File: config.mk
export PLATFORM = sky130hd
export DESIGN_NAME = fpalu_top
export DESIGN_NICKNAME = d
export VERILOG_FILES = /design/src/source/fpalu_pkg.sv /design/src/source/fpalu_top.sv /design/src/source/normalize.sv /design/src/source/shared_adder.sv /design/src/source/booth_mul.sv /design/src/source/add_align.sv /design/src/source/pipe_reg.sv
export SDC_FILE = /design/constraint.sdc
export NUM_CORES = 1
export LEC_CHECK = 0
export ABC_AREA = 1
export BUFFER_PORTS_ARGS = -buffer_cell sky130_fd_sc_hd__clkbuf_2
export CAP_MARGIN = 20
export CORE_MARGIN = 2
export CORE_UTILIZATION = 43
export CTS_CLUSTER_DIAMETER = 50
export CTS_CLUSTER_SIZE = 28
export DETAILED_ROUTE_END_ITERATION = 10
export RECOVER_POWER = 50
export SLEW_MARGIN = 20
export SYNTH_ARGS = -nofsm -noshare
export SYNTH_HDL_FRONTEND = slang
export SYNTH_HIERARCHICAL = 1
export SYNTH_SLANG_ARGS = --single-unit
File: constraint.sdc
create_clock -name clk -period 4.2 [get_ports clk]
set_clock_uncertainty 0.1 [all_clocks]
set_input_delay 0.42 -clock clk [delete_from_list [all_inputs] [get_ports clk]]
set_output_delay 0.42 -clock clk [all_outputs]
set_load 0.02 [all_outputs]
File: src/source/fpalu_pkg.sv
package fpalu_pkg;

	// FP29i: (-1)^sign * man * 2^(exp - 52), mantissa kept unnormalized on input
	localparam int MAN_W      = 22;
	localparam int EXP_W      = 6;
	localparam int EXP_BIAS29 = 52;

	// FP16 fields as seen in the low bits of an operand
	localparam int HMAN_W    = 10;
	localparam int HEXP_W    = 5;
	localparam int HEXP_BIAS = 15;

	// Radix-4 Booth over an 11-bit significand
	localparam int PP_COUNT = 6;
	localparam int PP_W     = 12;  // Significand times two

	// Reduced rows; row1 sits PP_COUNT bits up
	localparam int ROW0_W = PP_W + PP_COUNT;
	localparam int ROW1_W = 2 * (HMAN_W + 1) - PP_COUNT;

	typedef enum logic {
		OP_ADD = 1'b0,
		OP_MUL = 1'b1
	} alu_op_e;

	typedef struct packed {
		logic             sign;
		logic [EXP_W-1:0] exp;
		logic [MAN_W-1:0] man;
	} fp29_t;

	// Add path after alignment
	typedef struct packed {
		logic [MAN_W:0]   lhs;     // Larger-exponent mantissa, or bypass operand
		logic [MAN_W:0]   rhs;     // Aligned and, for subtract, inverted
		logic             sub;     // Signs differ, adder carry-in
		logic             bypass;  // One mantissa was zero
		logic [EXP_W-1:0] exp;
		logic             sign;    // Sign of larger-exponent operand
	} align_stage_t;

	// Multiply path after row reduction
	typedef struct packed {
		logic [ROW0_W-1:0] row0;
		logic [ROW1_W-1:0] row1;
		logic              sign;
		logic [EXP_W-1:0]  exp;  // Raw, before normalize
	} mul_stage_t;

	typedef struct packed {
		logic [MAN_W+1:0] sum;     // Signed sum, or bypass operand zero-extended
		logic [EXP_W-1:0] exp;
		logic             sign;    // Reference sign before correction
		logic             bypass;
	} sum_stage_t;

endpackage
File: src/source/fpalu_top.sv
`timescale 1ns/100ps

module fpalu_top #(
	parameter int PP_COUNT = fpalu_pkg::PP_COUNT
) (
	input  logic               clk,
	input  logic               rst_n,
	input  logic               in_valid,
	input  fpalu_pkg::alu_op_e op,
	input  fpalu_pkg::fp29_t   a,
	input  fpalu_pkg::fp29_t   b,
	output logic               out_valid,
	output fpalu_pkg::fp29_t   y
);

	logic                    add_in_valid;
	logic                    mul_in_valid;
	logic                    add_valid;
	logic                    mul_valid;
	fpalu_pkg::align_stage_t add_data;
	fpalu_pkg::mul_stage_t   mul_data;
	logic                    sum_valid;
	fpalu_pkg::sum_stage_t   sum_d;
	logic                    sum_q_valid;
	fpalu_pkg::sum_stage_t   sum_q;

	// Only one path takes each issue
	assign add_in_valid = in_valid & (op == fpalu_pkg::OP_ADD);
	assign mul_in_valid = in_valid & (op == fpalu_pkg::OP_MUL);

	add_align u_add_align (
		.clk      (clk),
		.rst_n    (rst_n),
		.in_valid (add_in_valid),
		.a        (a),
		.b        (b),
		.out_valid(add_valid),
		.out_data (add_data)
	);

	booth_mul #(.PP_COUNT(PP_COUNT)) u_booth_mul (
		.clk      (clk),
		.rst_n    (rst_n),
		.in_valid (mul_in_valid),
		.a        (a),
		.b        (b),
		.out_valid(mul_valid),
		.out_data (mul_data)
	);

	shared_adder u_shared_adder (
		.add_valid(add_valid),
		.add_data (add_data),
		.mul_valid(mul_valid),
		.mul_data (mul_data),
		.sum_valid(sum_valid),
		.sum_data (sum_d)
	);

	// Stage 3 register
	pipe_reg #(.payload_t(fpalu_pkg::sum_stage_t)) u_sum_reg (
		.clk      (clk),
		.rst_n    (rst_n),
		.in_valid (sum_valid),
		.in_data  (sum_d),
		.out_valid(sum_q_valid),
		.out_data (sum_q)
	);

	normalize u_normalize (
		.clk      (clk),
		.rst_n    (rst_n),
		.in_valid (sum_q_valid),
		.in_data  (sum_q),
		.out_valid(out_valid),
		.y        (y)
	);

endmodule

File: src/source/normalize.sv
`timescale 1ns/100ps

module normalize (
	input  logic                  clk,
	input  logic                  rst_n,
	input  logic                  in_valid,
	input  fpalu_pkg::sum_stage_t in_data,
	output logic                  out_valid,
	output fpalu_pkg::fp29_t      y
);

	localparam int MAN_W = fpalu_pkg::MAN_W;
	localparam int EXP_W = fpalu_pkg::EXP_W;
	localparam int LZ_W  = $clog2(MAN_W + 1);

	typedef struct packed {
		logic [MAN_W:0]   mag;     // Bit MAN_W is the add carry
		logic [LZ_W-1:0]  lzc;     // Zeros above the top one, in 22 bits
		logic [EXP_W-1:0] exp;
		logic             sign;
		logic             bypass;
	} lz_t;

	logic             neg;
	logic [MAN_W+1:0] abs_sum;
	lz_t              lz_d;
	lz_t              lz_q;
	logic             lz_valid;
	fpalu_pkg::fp29_t y_d;

	// Stage 4
	always_comb begin
		neg       = in_data.sum[MAN_W+1] & ~in_data.bypass;
		abs_sum   = neg ? -in_data.sum : in_data.sum;
		lz_d.mag  = abs_sum[MAN_W:0];
		lz_d.lzc  = LZ_W'(MAN_W);  // All zero
		for (int i = 0; i < MAN_W; i++) begin
			if (abs_sum[i])
				lz_d.lzc = LZ_W'(MAN_W - 1 - i);  // Highest one wins
		end
		lz_d.exp    = in_data.exp;
		lz_d.sign   = in_data.sign ^ neg;  // Smaller operand was larger
		lz_d.bypass = in_data.bypass;
	end

	pipe_reg #(.payload_t(lz_t)) u_lz_reg (
		.clk      (clk),
		.rst_n    (rst_n),
		.in_valid (in_valid),
		.in_data  (lz_d),
		.out_valid(lz_valid),
		.out_data (lz_q)
	);

	// Stage 5
	always_comb begin
		y_d.sign = lz_q.sign;
		y_d.exp  = lz_q.exp;
		y_d.man  = lz_q.mag[MAN_W-1:0];  // Bypass operand as is
		if (!lz_q.bypass) begin
			if (lz_q.mag == '0) begin
				y_d = '0;
			end else if (lz_q.mag[MAN_W]) begin
				y_d.man = lz_q.mag[MAN_W:1];  // Carry out, drop the lsb
				y_d.exp = lz_q.exp + 1'b1;
			end else begin
				y_d.man = lz_q.mag[MAN_W-1:0] << lz_q.lzc;
				y_d.exp = lz_q.exp - EXP_W'(lz_q.lzc);
			end
		end
	end

	pipe_reg #(.payload_t(fpalu_pkg::fp29_t)) u_out_reg (
		.clk      (clk),
		.rst_n    (rst_n),
		.in_valid (lz_valid),
		.in_data  (y_d),
		.out_valid(out_valid),
		.out_data (y)
	);

endmodule

File: src/source/shared_adder.sv
`timescale 1ns/100ps

module shared_adder (
	input  logic                    add_valid,
	input  fpalu_pkg::align_stage_t add_data,
	input  logic                    mul_valid,
	input  fpalu_pkg::mul_stage_t   mul_data,
	output logic                    sum_valid,
	output fpalu_pkg::sum_stage_t   sum_data
);

	localparam int MAN_W = fpalu_pkg::MAN_W;
	localparam int W     = MAN_W + 2;  // Signed 24-bit sum

	logic [W-1:0] lhs;
	logic [W-1:0] rhs;
	logic         cin;
	logic [W-1:0] g;
	logic [W-1:0] p;
	logic [W-1:0] gk;
	logic [W-1:0] pk;
	logic [W-1:0] gn;
	logic [W-1:0] pn;
	logic [W-1:0] sum;

	// Operand mux
	always_comb begin
		if (add_valid) begin
			lhs = {add_data.lhs[MAN_W], add_data.lhs};  // Sign extend
			rhs = {add_data.rhs[MAN_W], add_data.rhs};
			cin = add_data.sub;  // Completes the two's complement
		end else begin
			lhs = W'(mul_data.row0);
			rhs = W'({mul_data.row1, {fpalu_pkg::PP_COUNT{1'b0}}});
			cin = 1'b0;
		end
	end

	assign g = lhs & rhs;
	assign p = lhs ^ rhs;

	// Kogge-Stone carry lookahead
	always_comb begin
		gk    = g;
		pk    = p;
		gk[0] = g[0] | (p[0] & cin);  // Fold carry-in
		gn    = gk;
		pn    = pk;
		for (int d = 1; d < W; d = d * 2) begin
			gn = gk;
			pn = pk;
			for (int i = d; i < W; i++) begin
				gn[i] = gk[i] | (pk[i] & gk[i-d]);
				pn[i] = pk[i] & pk[i-d];
			end
			gk = gn;
			pk = pn;
		end
		sum = p ^ {gk[W-2:0], cin};
	end

	assign sum_valid = add_valid | mul_valid;

	always_comb begin
		if (add_valid) begin
			sum_data.sum    = add_data.bypass ? W'(add_data.lhs) : sum;
			sum_data.exp    = add_data.exp;
			sum_data.sign   = add_data.sign;
			sum_data.bypass = add_data.bypass;
		end else begin
			sum_data.sum    = {2'b00, sum[MAN_W-1:0]};  // Rows wrap mod 2^22
			sum_data.exp    = mul_data.exp;
			sum_data.sign   = mul_data.sign;
			sum_data.bypass = 1'b0;
		end
	end

endmodule

File: src/source/booth_mul.sv
`timescale 1ns/100ps

module booth_mul #(
	parameter int PP_COUNT = fpalu_pkg::PP_COUNT
) (
	input  logic                  clk,
	input  logic                  rst_n,
	input  logic                  in_valid,
	input  fpalu_pkg::fp29_t      a,
	input  fpalu_pkg::fp29_t      b,
	output logic                  out_valid,
	output fpalu_pkg::mul_stage_t out_data
);

	localparam int HMAN_W = fpalu_pkg::HMAN_W;
	localparam int HEXP_W = fpalu_pkg::HEXP_W;
	localparam int EXP_W  = fpalu_pkg::EXP_W;
	localparam int PP_W   = fpalu_pkg::PP_W;
	localparam int ROW0_W = fpalu_pkg::ROW0_W;
	localparam int ROW1_W = fpalu_pkg::ROW1_W;
	localparam int SIG_W  = HMAN_W + 1;
	localparam int HALF   = PP_COUNT / 2;  // PPs per row
	// FP16 product scale rebased onto the FP29i offset
	localparam int EXP_OFS = fpalu_pkg::EXP_BIAS29 - 2 * (fpalu_pkg::HEXP_BIAS + HMAN_W);

	typedef struct packed {
		logic [PP_COUNT-1:0][PP_W-1:0] pp;
		logic [PP_COUNT-1:0]           neg;
		logic [HEXP_W-1:0]             ea;
		logic [HEXP_W-1:0]             eb;
		logic                          sa;
		logic                          sb;
	} pp_t;

	logic [SIG_W-1:0]              sig_a;
	logic [SIG_W-1:0]              sig_b;
	logic [HEXP_W-1:0]             ea;
	logic [HEXP_W-1:0]             eb;
	logic [2*PP_COUNT:0]           b_ext;
	logic [PP_COUNT-1:0][PP_W-1:0] pp;
	logic [PP_COUNT-1:0]           neg;
	pp_t                           pp_d;
	pp_t                           pp_q;
	logic                          pp_valid;
	logic [ROW0_W-1:0]             row0;
	logic [ROW1_W-1:0]             row1;
	fpalu_pkg::mul_stage_t         mul_d;

	// Hidden one unless denormal; denormal exponent reads as 1
	assign sig_a = {|a.exp[HEXP_W-1:0], a.man[HMAN_W-1:0]};
	assign sig_b = {|b.exp[HEXP_W-1:0], b.man[HMAN_W-1:0]};
	assign ea    = (|a.exp[HEXP_W-1:0]) ? a.exp[HEXP_W-1:0] : HEXP_W'(1);
	assign eb    = (|b.exp[HEXP_W-1:0]) ? b.exp[HEXP_W-1:0] : HEXP_W'(1);
	assign b_ext = {{(2 * PP_COUNT - SIG_W){1'b0}}, sig_b, 1'b0};  // Unsigned, implicit b[-1]

	genvar gi;
	generate
		for (gi = 0; gi < PP_COUNT; gi++) begin : g_pp
			logic [2:0]      trip;
			logic            one;
			logic            two;
			logic [PP_W-1:0] mag;
			assign trip    = b_ext[2*gi+2 -: 3];
			assign one     = trip[1] ^ trip[0];                    // Digit +-1
			assign two     = (trip == 3'b011) | (trip == 3'b100);  // Digit +-2
			assign mag     = one ? PP_W'(sig_a) : (two ? PP_W'({sig_a, 1'b0}) : '0);
			assign neg[gi] = trip[2] & ~(trip[1] & trip[0]);       // 111 is plus zero
			assign pp[gi]  = mag ^ {PP_W{neg[gi]}};                // +1 added in reduction
		end
	endgenerate

	always_comb begin
		pp_d.pp  = pp;
		pp_d.neg = neg;
		pp_d.ea  = ea;
		pp_d.eb  = eb;
		pp_d.sa  = a.sign;
		pp_d.sb  = b.sign;
	end

	pipe_reg #(.payload_t(pp_t)) u_pp_reg (
		.clk      (clk),
		.rst_n    (rst_n),
		.in_valid (in_valid),
		.in_data  (pp_d),
		.out_valid(pp_valid),
		.out_data (pp_q)
	);

	// Stage 2, low PPs into row0, high PPs into row1
	// Each PP gets ~s at bit PP_W; the matching 2^PP_W offsets come off row1
	always_comb begin
		row0 = '0;
		row1 = '0;
		for (int i = 0; i < PP_COUNT; i++) begin
			if (i < HALF) begin
				row0 = row0 + (ROW0_W'({~pp_q.neg[i], pp_q.pp[i]} + pp_q.neg[i]) << (2 * i));
				row1 = row1 - (ROW1_W'(1) << (PP_W + 2 * i - 2 * HALF));
			end else begin
				row1 = row1 + (ROW1_W'({~pp_q.neg[i], pp_q.pp[i]} + pp_q.neg[i]) << (2 * (i - HALF)));
				row1 = row1 - (ROW1_W'(1) << (PP_W + 2 * (i - HALF)));
			end
		end
	end

	always_comb begin
		mul_d.row0 = row0;
		mul_d.row1 = row1;
		mul_d.sign = pp_q.sa ^ pp_q.sb;
		mul_d.exp  = EXP_W'(pp_q.ea) + EXP_W'(pp_q.eb) + EXP_W'(EXP_OFS);  // ea + eb + 2
	end

	pipe_reg #(.payload_t(fpalu_pkg::mul_stage_t)) u_row_reg (
		.clk      (clk),
		.rst_n    (rst_n),
		.in_valid (pp_valid),
		.in_data  (mul_d),
		.out_valid(out_valid),
		.out_data (out_data)
	);

endmodule

File: src/source/add_align.sv
`timescale 1ns/100ps

module add_align (
	input  logic                    clk,
	input  logic                    rst_n,
	input  logic                    in_valid,
	input  fpalu_pkg::fp29_t        a,
	input  fpalu_pkg::fp29_t        b,
	output logic                    out_valid,
	output fpalu_pkg::align_stage_t out_data
);

	localparam int MAN_W = fpalu_pkg::MAN_W;
	localparam int EXP_W = fpalu_pkg::EXP_W;
	localparam int SH_W  = $clog2(MAN_W);  // Shifter levels

	typedef struct packed {
		logic [MAN_W-1:0] man_l;   // Larger exponent leads
		logic [MAN_W-1:0] man_s;
		logic [EXP_W-1:0] exp_l;
		logic [EXP_W-1:0] exp_s;
		logic             sign_l;
		logic             sign_s;
		logic [EXP_W-1:0] shamt;   // Exponent difference
		logic             zero_l;
		logic             zero_s;
	} cmp_t;

	logic [EXP_W:0]          diff;
	logic                    b_lead;
	cmp_t                    cmp_d;
	cmp_t                    cmp_q;
	logic                    cmp_valid;
	logic [MAN_W-1:0]        shifted;
	fpalu_pkg::align_stage_t aln_d;

	// Stage 1
	assign diff   = {1'b0, a.exp} - {1'b0, b.exp};
	assign b_lead = diff[EXP_W];  // Borrow out, eb above ea

	always_comb begin
		cmp_d.man_l  = b_lead ? b.man : a.man;   // Swap on borrow
		cmp_d.man_s  = b_lead ? a.man : b.man;
		cmp_d.exp_l  = b_lead ? b.exp : a.exp;
		cmp_d.exp_s  = b_lead ? a.exp : b.exp;
		cmp_d.sign_l = b_lead ? b.sign : a.sign;
		cmp_d.sign_s = b_lead ? a.sign : b.sign;
		cmp_d.shamt  = b_lead ? -diff[EXP_W-1:0] : diff[EXP_W-1:0];
		cmp_d.zero_l = ~|cmp_d.man_l;
		cmp_d.zero_s = ~|cmp_d.man_s;
	end

	pipe_reg #(.payload_t(cmp_t)) u_cmp_reg (
		.clk      (clk),
		.rst_n    (rst_n),
		.in_valid (in_valid),
		.in_data  (cmp_d),
		.out_valid(cmp_valid),
		.out_data (cmp_q)
	);

	// Stage 2, log barrel shifter
	always_comb begin
		shifted = cmp_q.man_s;
		for (int k = 0; k < SH_W; k++) begin
			if (cmp_q.shamt[k])
				shifted = shifted >> (1 << k);
		end
		if (cmp_q.shamt >= EXP_W'(MAN_W))
			shifted = '0;  // Everything shifted out
	end

	always_comb begin
		aln_d.sub    = cmp_q.sign_l ^ cmp_q.sign_s;
		aln_d.bypass = cmp_q.zero_l | cmp_q.zero_s;
		aln_d.lhs    = {1'b0, cmp_q.man_l};
		aln_d.rhs    = aln_d.sub ? ~{1'b0, shifted} : {1'b0, shifted};  // One's complement
		aln_d.exp    = cmp_q.exp_l;
		aln_d.sign   = cmp_q.sign_l;
		// Survivor rides in lhs untouched
		if (aln_d.bypass) begin
			aln_d.rhs = '0;
			if (!cmp_q.zero_s) begin
				aln_d.lhs  = {1'b0, cmp_q.man_s};
				aln_d.exp  = cmp_q.exp_s;
				aln_d.sign = cmp_q.sign_s;
			end
		end
	end

	pipe_reg #(.payload_t(fpalu_pkg::align_stage_t)) u_aln_reg (
		.clk      (clk),
		.rst_n    (rst_n),
		.in_valid (cmp_valid),
		.in_data  (aln_d),
		.out_valid(out_valid),
		.out_data (out_data)
	);

endmodule

File: src/source/pipe_reg.sv
`timescale 1ns/100ps

module pipe_reg #(
	parameter type payload_t = logic
) (
	input  logic     clk,
	input  logic     rst_n,
	input  logic     in_valid,
	input  payload_t in_data,
	output logic     out_valid,
	output payload_t out_data
);

	always_ff @(posedge clk or negedge rst_n) begin
		if (!rst_n)
			out_valid <= 1'b0;
		else
			out_valid <= in_valid;
	end

	// Payload holds when idle, saves toggling
	always_ff @(posedge clk) begin
		if (in_valid)
			out_data <= in_data;
	end

endmodule

==> impl_metrics.ini, run 1 <==
[outcome]
run_status = complete, but fails checks
violations = max-capacitance violations, max-slew violations

[clocking]
postCtsSetupBuffers = 0
clock-root-buffer = clkbuf_16
htree_num_levels = 2
numCtsBuffers = 43
clk_latency_ns = 0.57
cts_tree = yes
clk_pin_slew_ns = 0.07
cts_sinks = 356
clockBufferDepth = 3

[timing]
clock.fmax_ghz = 0.262
finalHoldViolations = 0
grt_setup_unrepaired = false
fin_crit_ns = 3.82
timing.setup.tns_ns = 0
slew_viol_final = 237
min_period_over_period_pct = 90.9
max_slew_margin_pct = -139
worst_pin_slew_ns = 3.59
setup_viol = 0

[pwr]
p_leak_nw = 11.9
fin_total_pwr_mw = 12.9
peakVddDrop_uv = 337
power_density_nw_per_um2 = 479

[synthesis]
syn_avg_cell_area_um2 = 8.41
synth_top_flop_cell = edfxtp_1
synthTopCellsByCount = nand2_1 (772), inv_1 (355), edfxtp_1 (349), nand3_1 (193), nor2_1 (175)
synthCells = 2897
synth_edf_count = 349
yosysMostFrequentCell = nand2_1
synth_area_um2 = 24400
yosys_warnings = 6
async_reset_ff_share_pct = 1.97
seq_area_frac_synth_pct = 43.7
synth_area_leaders = edfxtp_1 (43%), nand2_1 (12%), ha_1 (6.2%)
yosys.area.top_type = edfxtp_1
ys_ff_latch = 356
yosysTopAreaCellShare_pct = 43.0
ys_types = 64

[grt]
antenna_found_initial = 0
use_met1_pct = 29.9
grt_pass1_wl_mm = 102
use_met3_pct = 3.39
grtUsageTotal_pct = 22.0
use_met2_pct = 35.6
grt-busiest-layer = met2
first_global_vias = 18800
grt_max_degree = 68
overflow = 0

[job]
drv_cap = 5

[floorplanning]
die_area_um2 = 58600
ios = 92
die_width_um = 242
start_util_pct = 43.4
row_count = 87
fp.coreArea_um2 = 56200
fp.dieH_um = 242

[route]
num_vias = 19500
drt_iter0_drc = 1243
viasPerCell = 5.19
drc = 0
ant_nets = 0
wl_per_cell_um = 17.4
drt_wl_total_mm = 65.1
firstDrtPassIters = 5

[worst_setup_path]
path_max_fanout = 5
crit_path_start_kind = flop
cp_slowest_cell = fa_1
critPathKind = flop to flop
worst_setup_path_end_kind = flop
timing.critical_path.cells = ha_1 > ha_1 > nand2_1 > nor2_2 > nand3_2 > nor2_2 > nand2_1 > nor2_1 > xor2_1 > fa_1 > fa_1 > inv_1 > ha_1 > nand2_1 > nor2_1 > and3_1 > nor2_1 > inv_1 > nand2_1 > nand2_1
critPathBufInv = 2
max_stage_delay_ns = 0.52
required_ns = 4.42
cp_top_family = adder cells
cp_data_arrival_time_ns = 4.04
crit_top_cell = nand2_1
rr_worst_depth = 20
worst-path-stages = 20

[hold_path]
hold_path.class = primary input to flop
hold_path_depth = 3

[finish]
fin_nets = 3156
finalNonFillerCells = 3746
drive_gt1_share_pct = 9.77
antennaDiodeCount = 0
syn_to_final_growth_pct = 10.9

[placement]
io_buffers = 91
gp_congestion = 0.935
dp_hpwl_mm = 50.7
placed_cells = 3660
-- cell usage in the layout (no fill, tap or decap), types with 22 or more instances in the layout --
cell type / instances
xnor2_1: 39
inv_1: 355
clkbuf_2: 61
clkbuf_1: 37
nand4_1: 52
o21ai_0: 171
a21oi_1: 81
clkbuf_16: 45
mux2_2: 28
o22ai_1: 59
xor2_1: 127
ha_1: 121
nand3_1: 193
nand2_1: 772
edfxtp_1: 349
nor2_1: 177
nand2_2: 22
-- where the power goes --
| group | internal [mW] | total (mW) | leakage [nW] | switching [mW] |
|---|---|---|---|---|
| logic | 1.42 | 4.09 | 7.76 | 2.68 |
| clock network | 2.31 | 3.99 | 0.753 | 1.68 |
| registers | 4.56 | 4.87 | 3.38 | 0.310 |
-- routing by layer --
metal	vias up	wire length (µm)	share of wire, %
li1	9798	-	-
met1	9089	29400	45
met2	474	30200	46
met3	92	3320	5.1
met4	0	2220	3.4
met5	-	0	0
-- stage by stage --
step                      hold WS (ns)  utilization (%)  setup WS [ns]  area (µm²)
final                           0.0639             48.1          0.381       27000
after global routing            0.0587             48.1        0.00239       27000
after CTS                      0.00806             48.2          0.357       27100
after detailed placement         0.181             45.3          0.379       25500
after global placement           0.177             45.3          0.433       25400
after floorplan                 0.0244                -          0.673       24400
-- registers in the layout, summed over array words and instances (netlist names) --
signal and count:
u_add_align/u_aln_reg/out_data 55, u_add_align/u_aln_reg/out_valid 1, u_add_align/u_cmp_reg/out_data 66, u_add_align/u_cmp_reg/out_valid 1
u_booth_mul/u_pp_reg/out_data 90, u_booth_mul/u_pp_reg/out_valid 1, u_booth_mul/u_row_reg/out_data 41, u_booth_mul/u_row_reg/out_valid 1
u_normalize/u_lz_reg/out_data 36, u_normalize/u_lz_reg/out_valid 1, u_normalize/u_out_reg/out_data 29, u_normalize/u_out_reg/out_valid 1
u_sum_reg/out_data 32, u_sum_reg/out_valid 1
-- what timing repair did --
item | CTS | global route
setup endpoints to repair | 0 | 1
gates resized for setup | 0 | 2
hold endpoints to repair | 13 | 0
hold buffers | 7 | 0
-- worst reg2reg max path: stages, from the launching register on --
cell	delay (ns)
edfxtp_1	0.41
ha_1	0.22
ha_1	0.19
nand2_1	0.07
nor2_2	0.13
nand3_2	0.11
nor2_2	0.11
nand2_1	0.08
nor2_1	0.13
xor2_1	0.11
fa_1	0.40
fa_1	0.52
inv_1	0.04
ha_1	0.35
nand2_1	0.09
nor2_1	0.05
and3_1	0.17
nor2_1	0.13
inv_1	0.05
nand2_1	0.06
nand2_1	0.05
-- final timing paths --
path | startpoint | endpoint | slack, ns
min | b[19] | u_add_align/u_cmp_reg/out_data[63] | 0.06
max | u_booth_mul/u_pp_reg/out_data[15] | u_booth_mul/u_row_reg/out_data[22] | 0.38
min in group asynchronous | rst_n | u_booth_mul/u_pp_reg/out_valid | 0.20
min reg2reg | u_sum_reg/out_data[3] | u_normalize/u_lz_reg/out_data[3] | 0.32
max reg2reg | u_booth_mul/u_pp_reg/out_data[15] | u_booth_mul/u_row_reg/out_data[22] | 0.38
max in group asynchronous | rst_n | u_add_align/u_cmp_reg/out_valid | 3.46
-- cell type report --
class | count | area (µm²)
well taps | 756 | 946
repair buffers | 121 | 638
inverters | 378 | 1420
fillers | 5480 | 29100
multi-input cells | 2056 | 11800
clock buffers | 46 | 1130
flip-flops and latches | 356 | 10700
clock inverters | 33 | 437
-- cell families after synthesis --
group | count (synthesis) | share of synthesized area, %
compound gates | 399 | 9.29
fa+ha+maj | 138 | 7.61
buf+inv | 486 | 7.91
mux | 36 | 1.62
other cells | 2 | 0.0308
flops | 356 | 43.7
xor+xnor | 169 | 6.14
simple gates | 1311 | 23.7
(Power assumes the default switching activity.)
==> inputs of run 2 (changes only) <==
- BUFFER_PORTS_ARGS: -buffer_cell sky130_fd_sc_hd__clkbuf_2 -> -buffer_cell sky130_fd_sc_hd__buf_4
==> impl_metrics.ini, run 2 (same netlist as run 1, synthesis figures left out) <==
[outcome]
run_status = complete, but fails checks
violations = max-capacitance violations, max-slew violations

[grt]
grt_pass1_wl_mm = 102
grt_max_degree = 68
antenna_found_initial = 1
first_global_vias = 18400
overflow = 0
grtUsageTotal_pct = 22.0

[pwr]
power_density_nw_per_um2 = 460
fin_total_pwr_mw = 12.4
p_leak_nw = 11.9
peakVddDrop_uv = 243

[floorplanning]
fp.coreArea_um2 = 56200
die_area_um2 = 58600
start_util_pct = 43.4
fp.dieH_um = 242
ios = 92
die_width_um = 242
row_count = 87

[worst_setup_path]
crit_top_cell = ha_1
reg2reg_setup_slack_ns = 0.32
timing.critical_path.cells = ha_1 > ha_1 > nand2_1 > nor2_2 > nand3_2 > nor2_2 > nand2_1 > nor2_1 > xor2_1 > fa_1 > fa_1 > inv_1 > ha_1 > inv_2 > nor3_1 > nand3_1 > nand4_1 > xor2_1
critPathKind = flop to flop
worstReg2RegEnd = u_booth_mul/u_row_reg/out_data[21]
crit_path_start_kind = flop
required_ns = 4.43
cp_top_family = adder cells
reg2reg_from = u_booth_mul/u_pp_reg/out_data[15]
critPathBufInv = 2
cp_data_arrival_time_ns = 4.11
setup.worst_path.start = u_booth_mul/u_pp_reg/out_data[15]
rr_worst_depth = 18
path_max_fanout = 5
max_stage_delay_ns = 0.51
worst_setup_path_end_kind = flop
cp_slowest_cell = fa_1

[hold_path]
whs_endpoint = u_add_align/u_cmp_reg/out_data[34]
hold_path_depth = 3
hold_start = b[12]
hold_path.class = primary input to flop

[timing]
min_period_over_period_pct = 92.3
max_slew_margin_pct = -140
clock.fmax_ghz = 0.258
worst_pin_slew_ns = 3.60
finalHoldViolations = 0
grt_setup_unrepaired = false
timing.setup.tns_ns = 0
setup_viol = 0
slew_viol_final = 155
fin_crit_ns = 3.88

[clocking]
clk_pin_slew_ns = 0.07
clk_latency_ns = 0.58
clockBufferDepth = 3
clock-root-buffer = clkbuf_16
cts_tree = yes
htree_num_levels = 2
numCtsBuffers = 38
cts_sinks = 356

[route]
ant_nets = 0
viasPerCell = 5.18
num_vias = 19400
wl_per_cell_um = 17.5
drc = 0
drt_iter0_drc = 1439
drt_wl_total_mm = 65.6
firstDrtPassIters = 6

[placement]
io_buffers = 91
gp_congestion = 0.903
dp_hpwl_mm = 51.2
dpl_cell_area_um2 = 25700

[finish]
largest_reg_flops = 90
final_common_cell = nand2_1
fin_area_um2 = 27000
drive_gt1_share_pct = 9.81
reg_top3 = u_booth_mul/u_pp_reg/out_data: 90 flops, u_add_align/u_cmp_reg/out_data: 66 flops, u_add_align/u_aln_reg/out_data: 55 flops
layout_common_cells = nand2_1 (772), inv_1 (355), edfxtp_1 (349)
syn_to_final_growth_pct = 10.8
fin_nets = 3157
regMostFlops = u_booth_mul/u_pp_reg/out_data

[job]
drv_cap = 3
## run 2: worst max path at each step
stage | depth (start not counted) | endpoint
4_1_cts | 18 | u_booth_mul/u_row_reg/out_data[21]
6_report | 18 | u_booth_mul/u_row_reg/out_data[21]
2_1_floorplan | 18 | u_booth_mul/u_row_reg/out_data[22]
5_1_grt | 24 | u_booth_mul/u_row_reg/out_data[40]
3_5_place_dp | 18 | u_booth_mul/u_row_reg/out_data[21]
3_3_place_gp | 20 | u_booth_mul/u_row_reg/out_data[22]
## run 2: metal layers
layer	vias to the layer above	global-route usage (%)	wire, µm	share of wire (%)
li1	9807	-	-	-
met1	9040	29.9	29700	45
met2	452	36.2	30600	47
met3	94	3.46	3220	4.9
met4	2	7.06	1990	3.0
met5	-	0	10	0.015
## run 2: cell type report
cell class,count,area (µm²)
timing repair buffer,127,890
fill,5483,29200
tap,756,946
clock inverter,27,308
inverter,378,1420
clock buffer,42,987
multi-input combinational,2056,11800
antenna,1,2.50
sequential,356,10700
## run 2: metrics by stage
stage          setup slack, ns  cells  utilization (%)  hold WS [ns]
6_report                 0.321   3743             48.1        0.0465
5_1_grt                 0.0306   3742             48.1        0.0408
4_1_cts                  0.353   3741             48.3       0.00783
3_5_place_dp             0.352   3661             45.8         0.150
3_3_place_gp             0.420   3661             45.8         0.146
2_1_floorplan            0.673   2898                -        0.0244
## run 2: repair_timing
item	4_1_cts	5_1_grt
hold buffers	11	0
gates resized for setup	0	1
buffers inserted	0	0
hold endpoints to repair	17	0
setup endpoints to repair	0	1
## run 2: worst min-delay path: cells and delay by family
family                 cells  cell delay [ns]
AND/OR/NAND/NOR            2             0.10
buffers and inverters      1             0.08
## run 2: power by group
| part | switching [mW] | internal, mW | leakage [nW] | total [mW] |
|---|---|---|---|---|
| logic | 2.68 | 1.45 | 7.87 | 4.12 |
| registers | 0.311 | 4.56 | 3.38 | 4.87 |
| clock network | 1.54 | 1.90 | 0.625 | 3.44 |
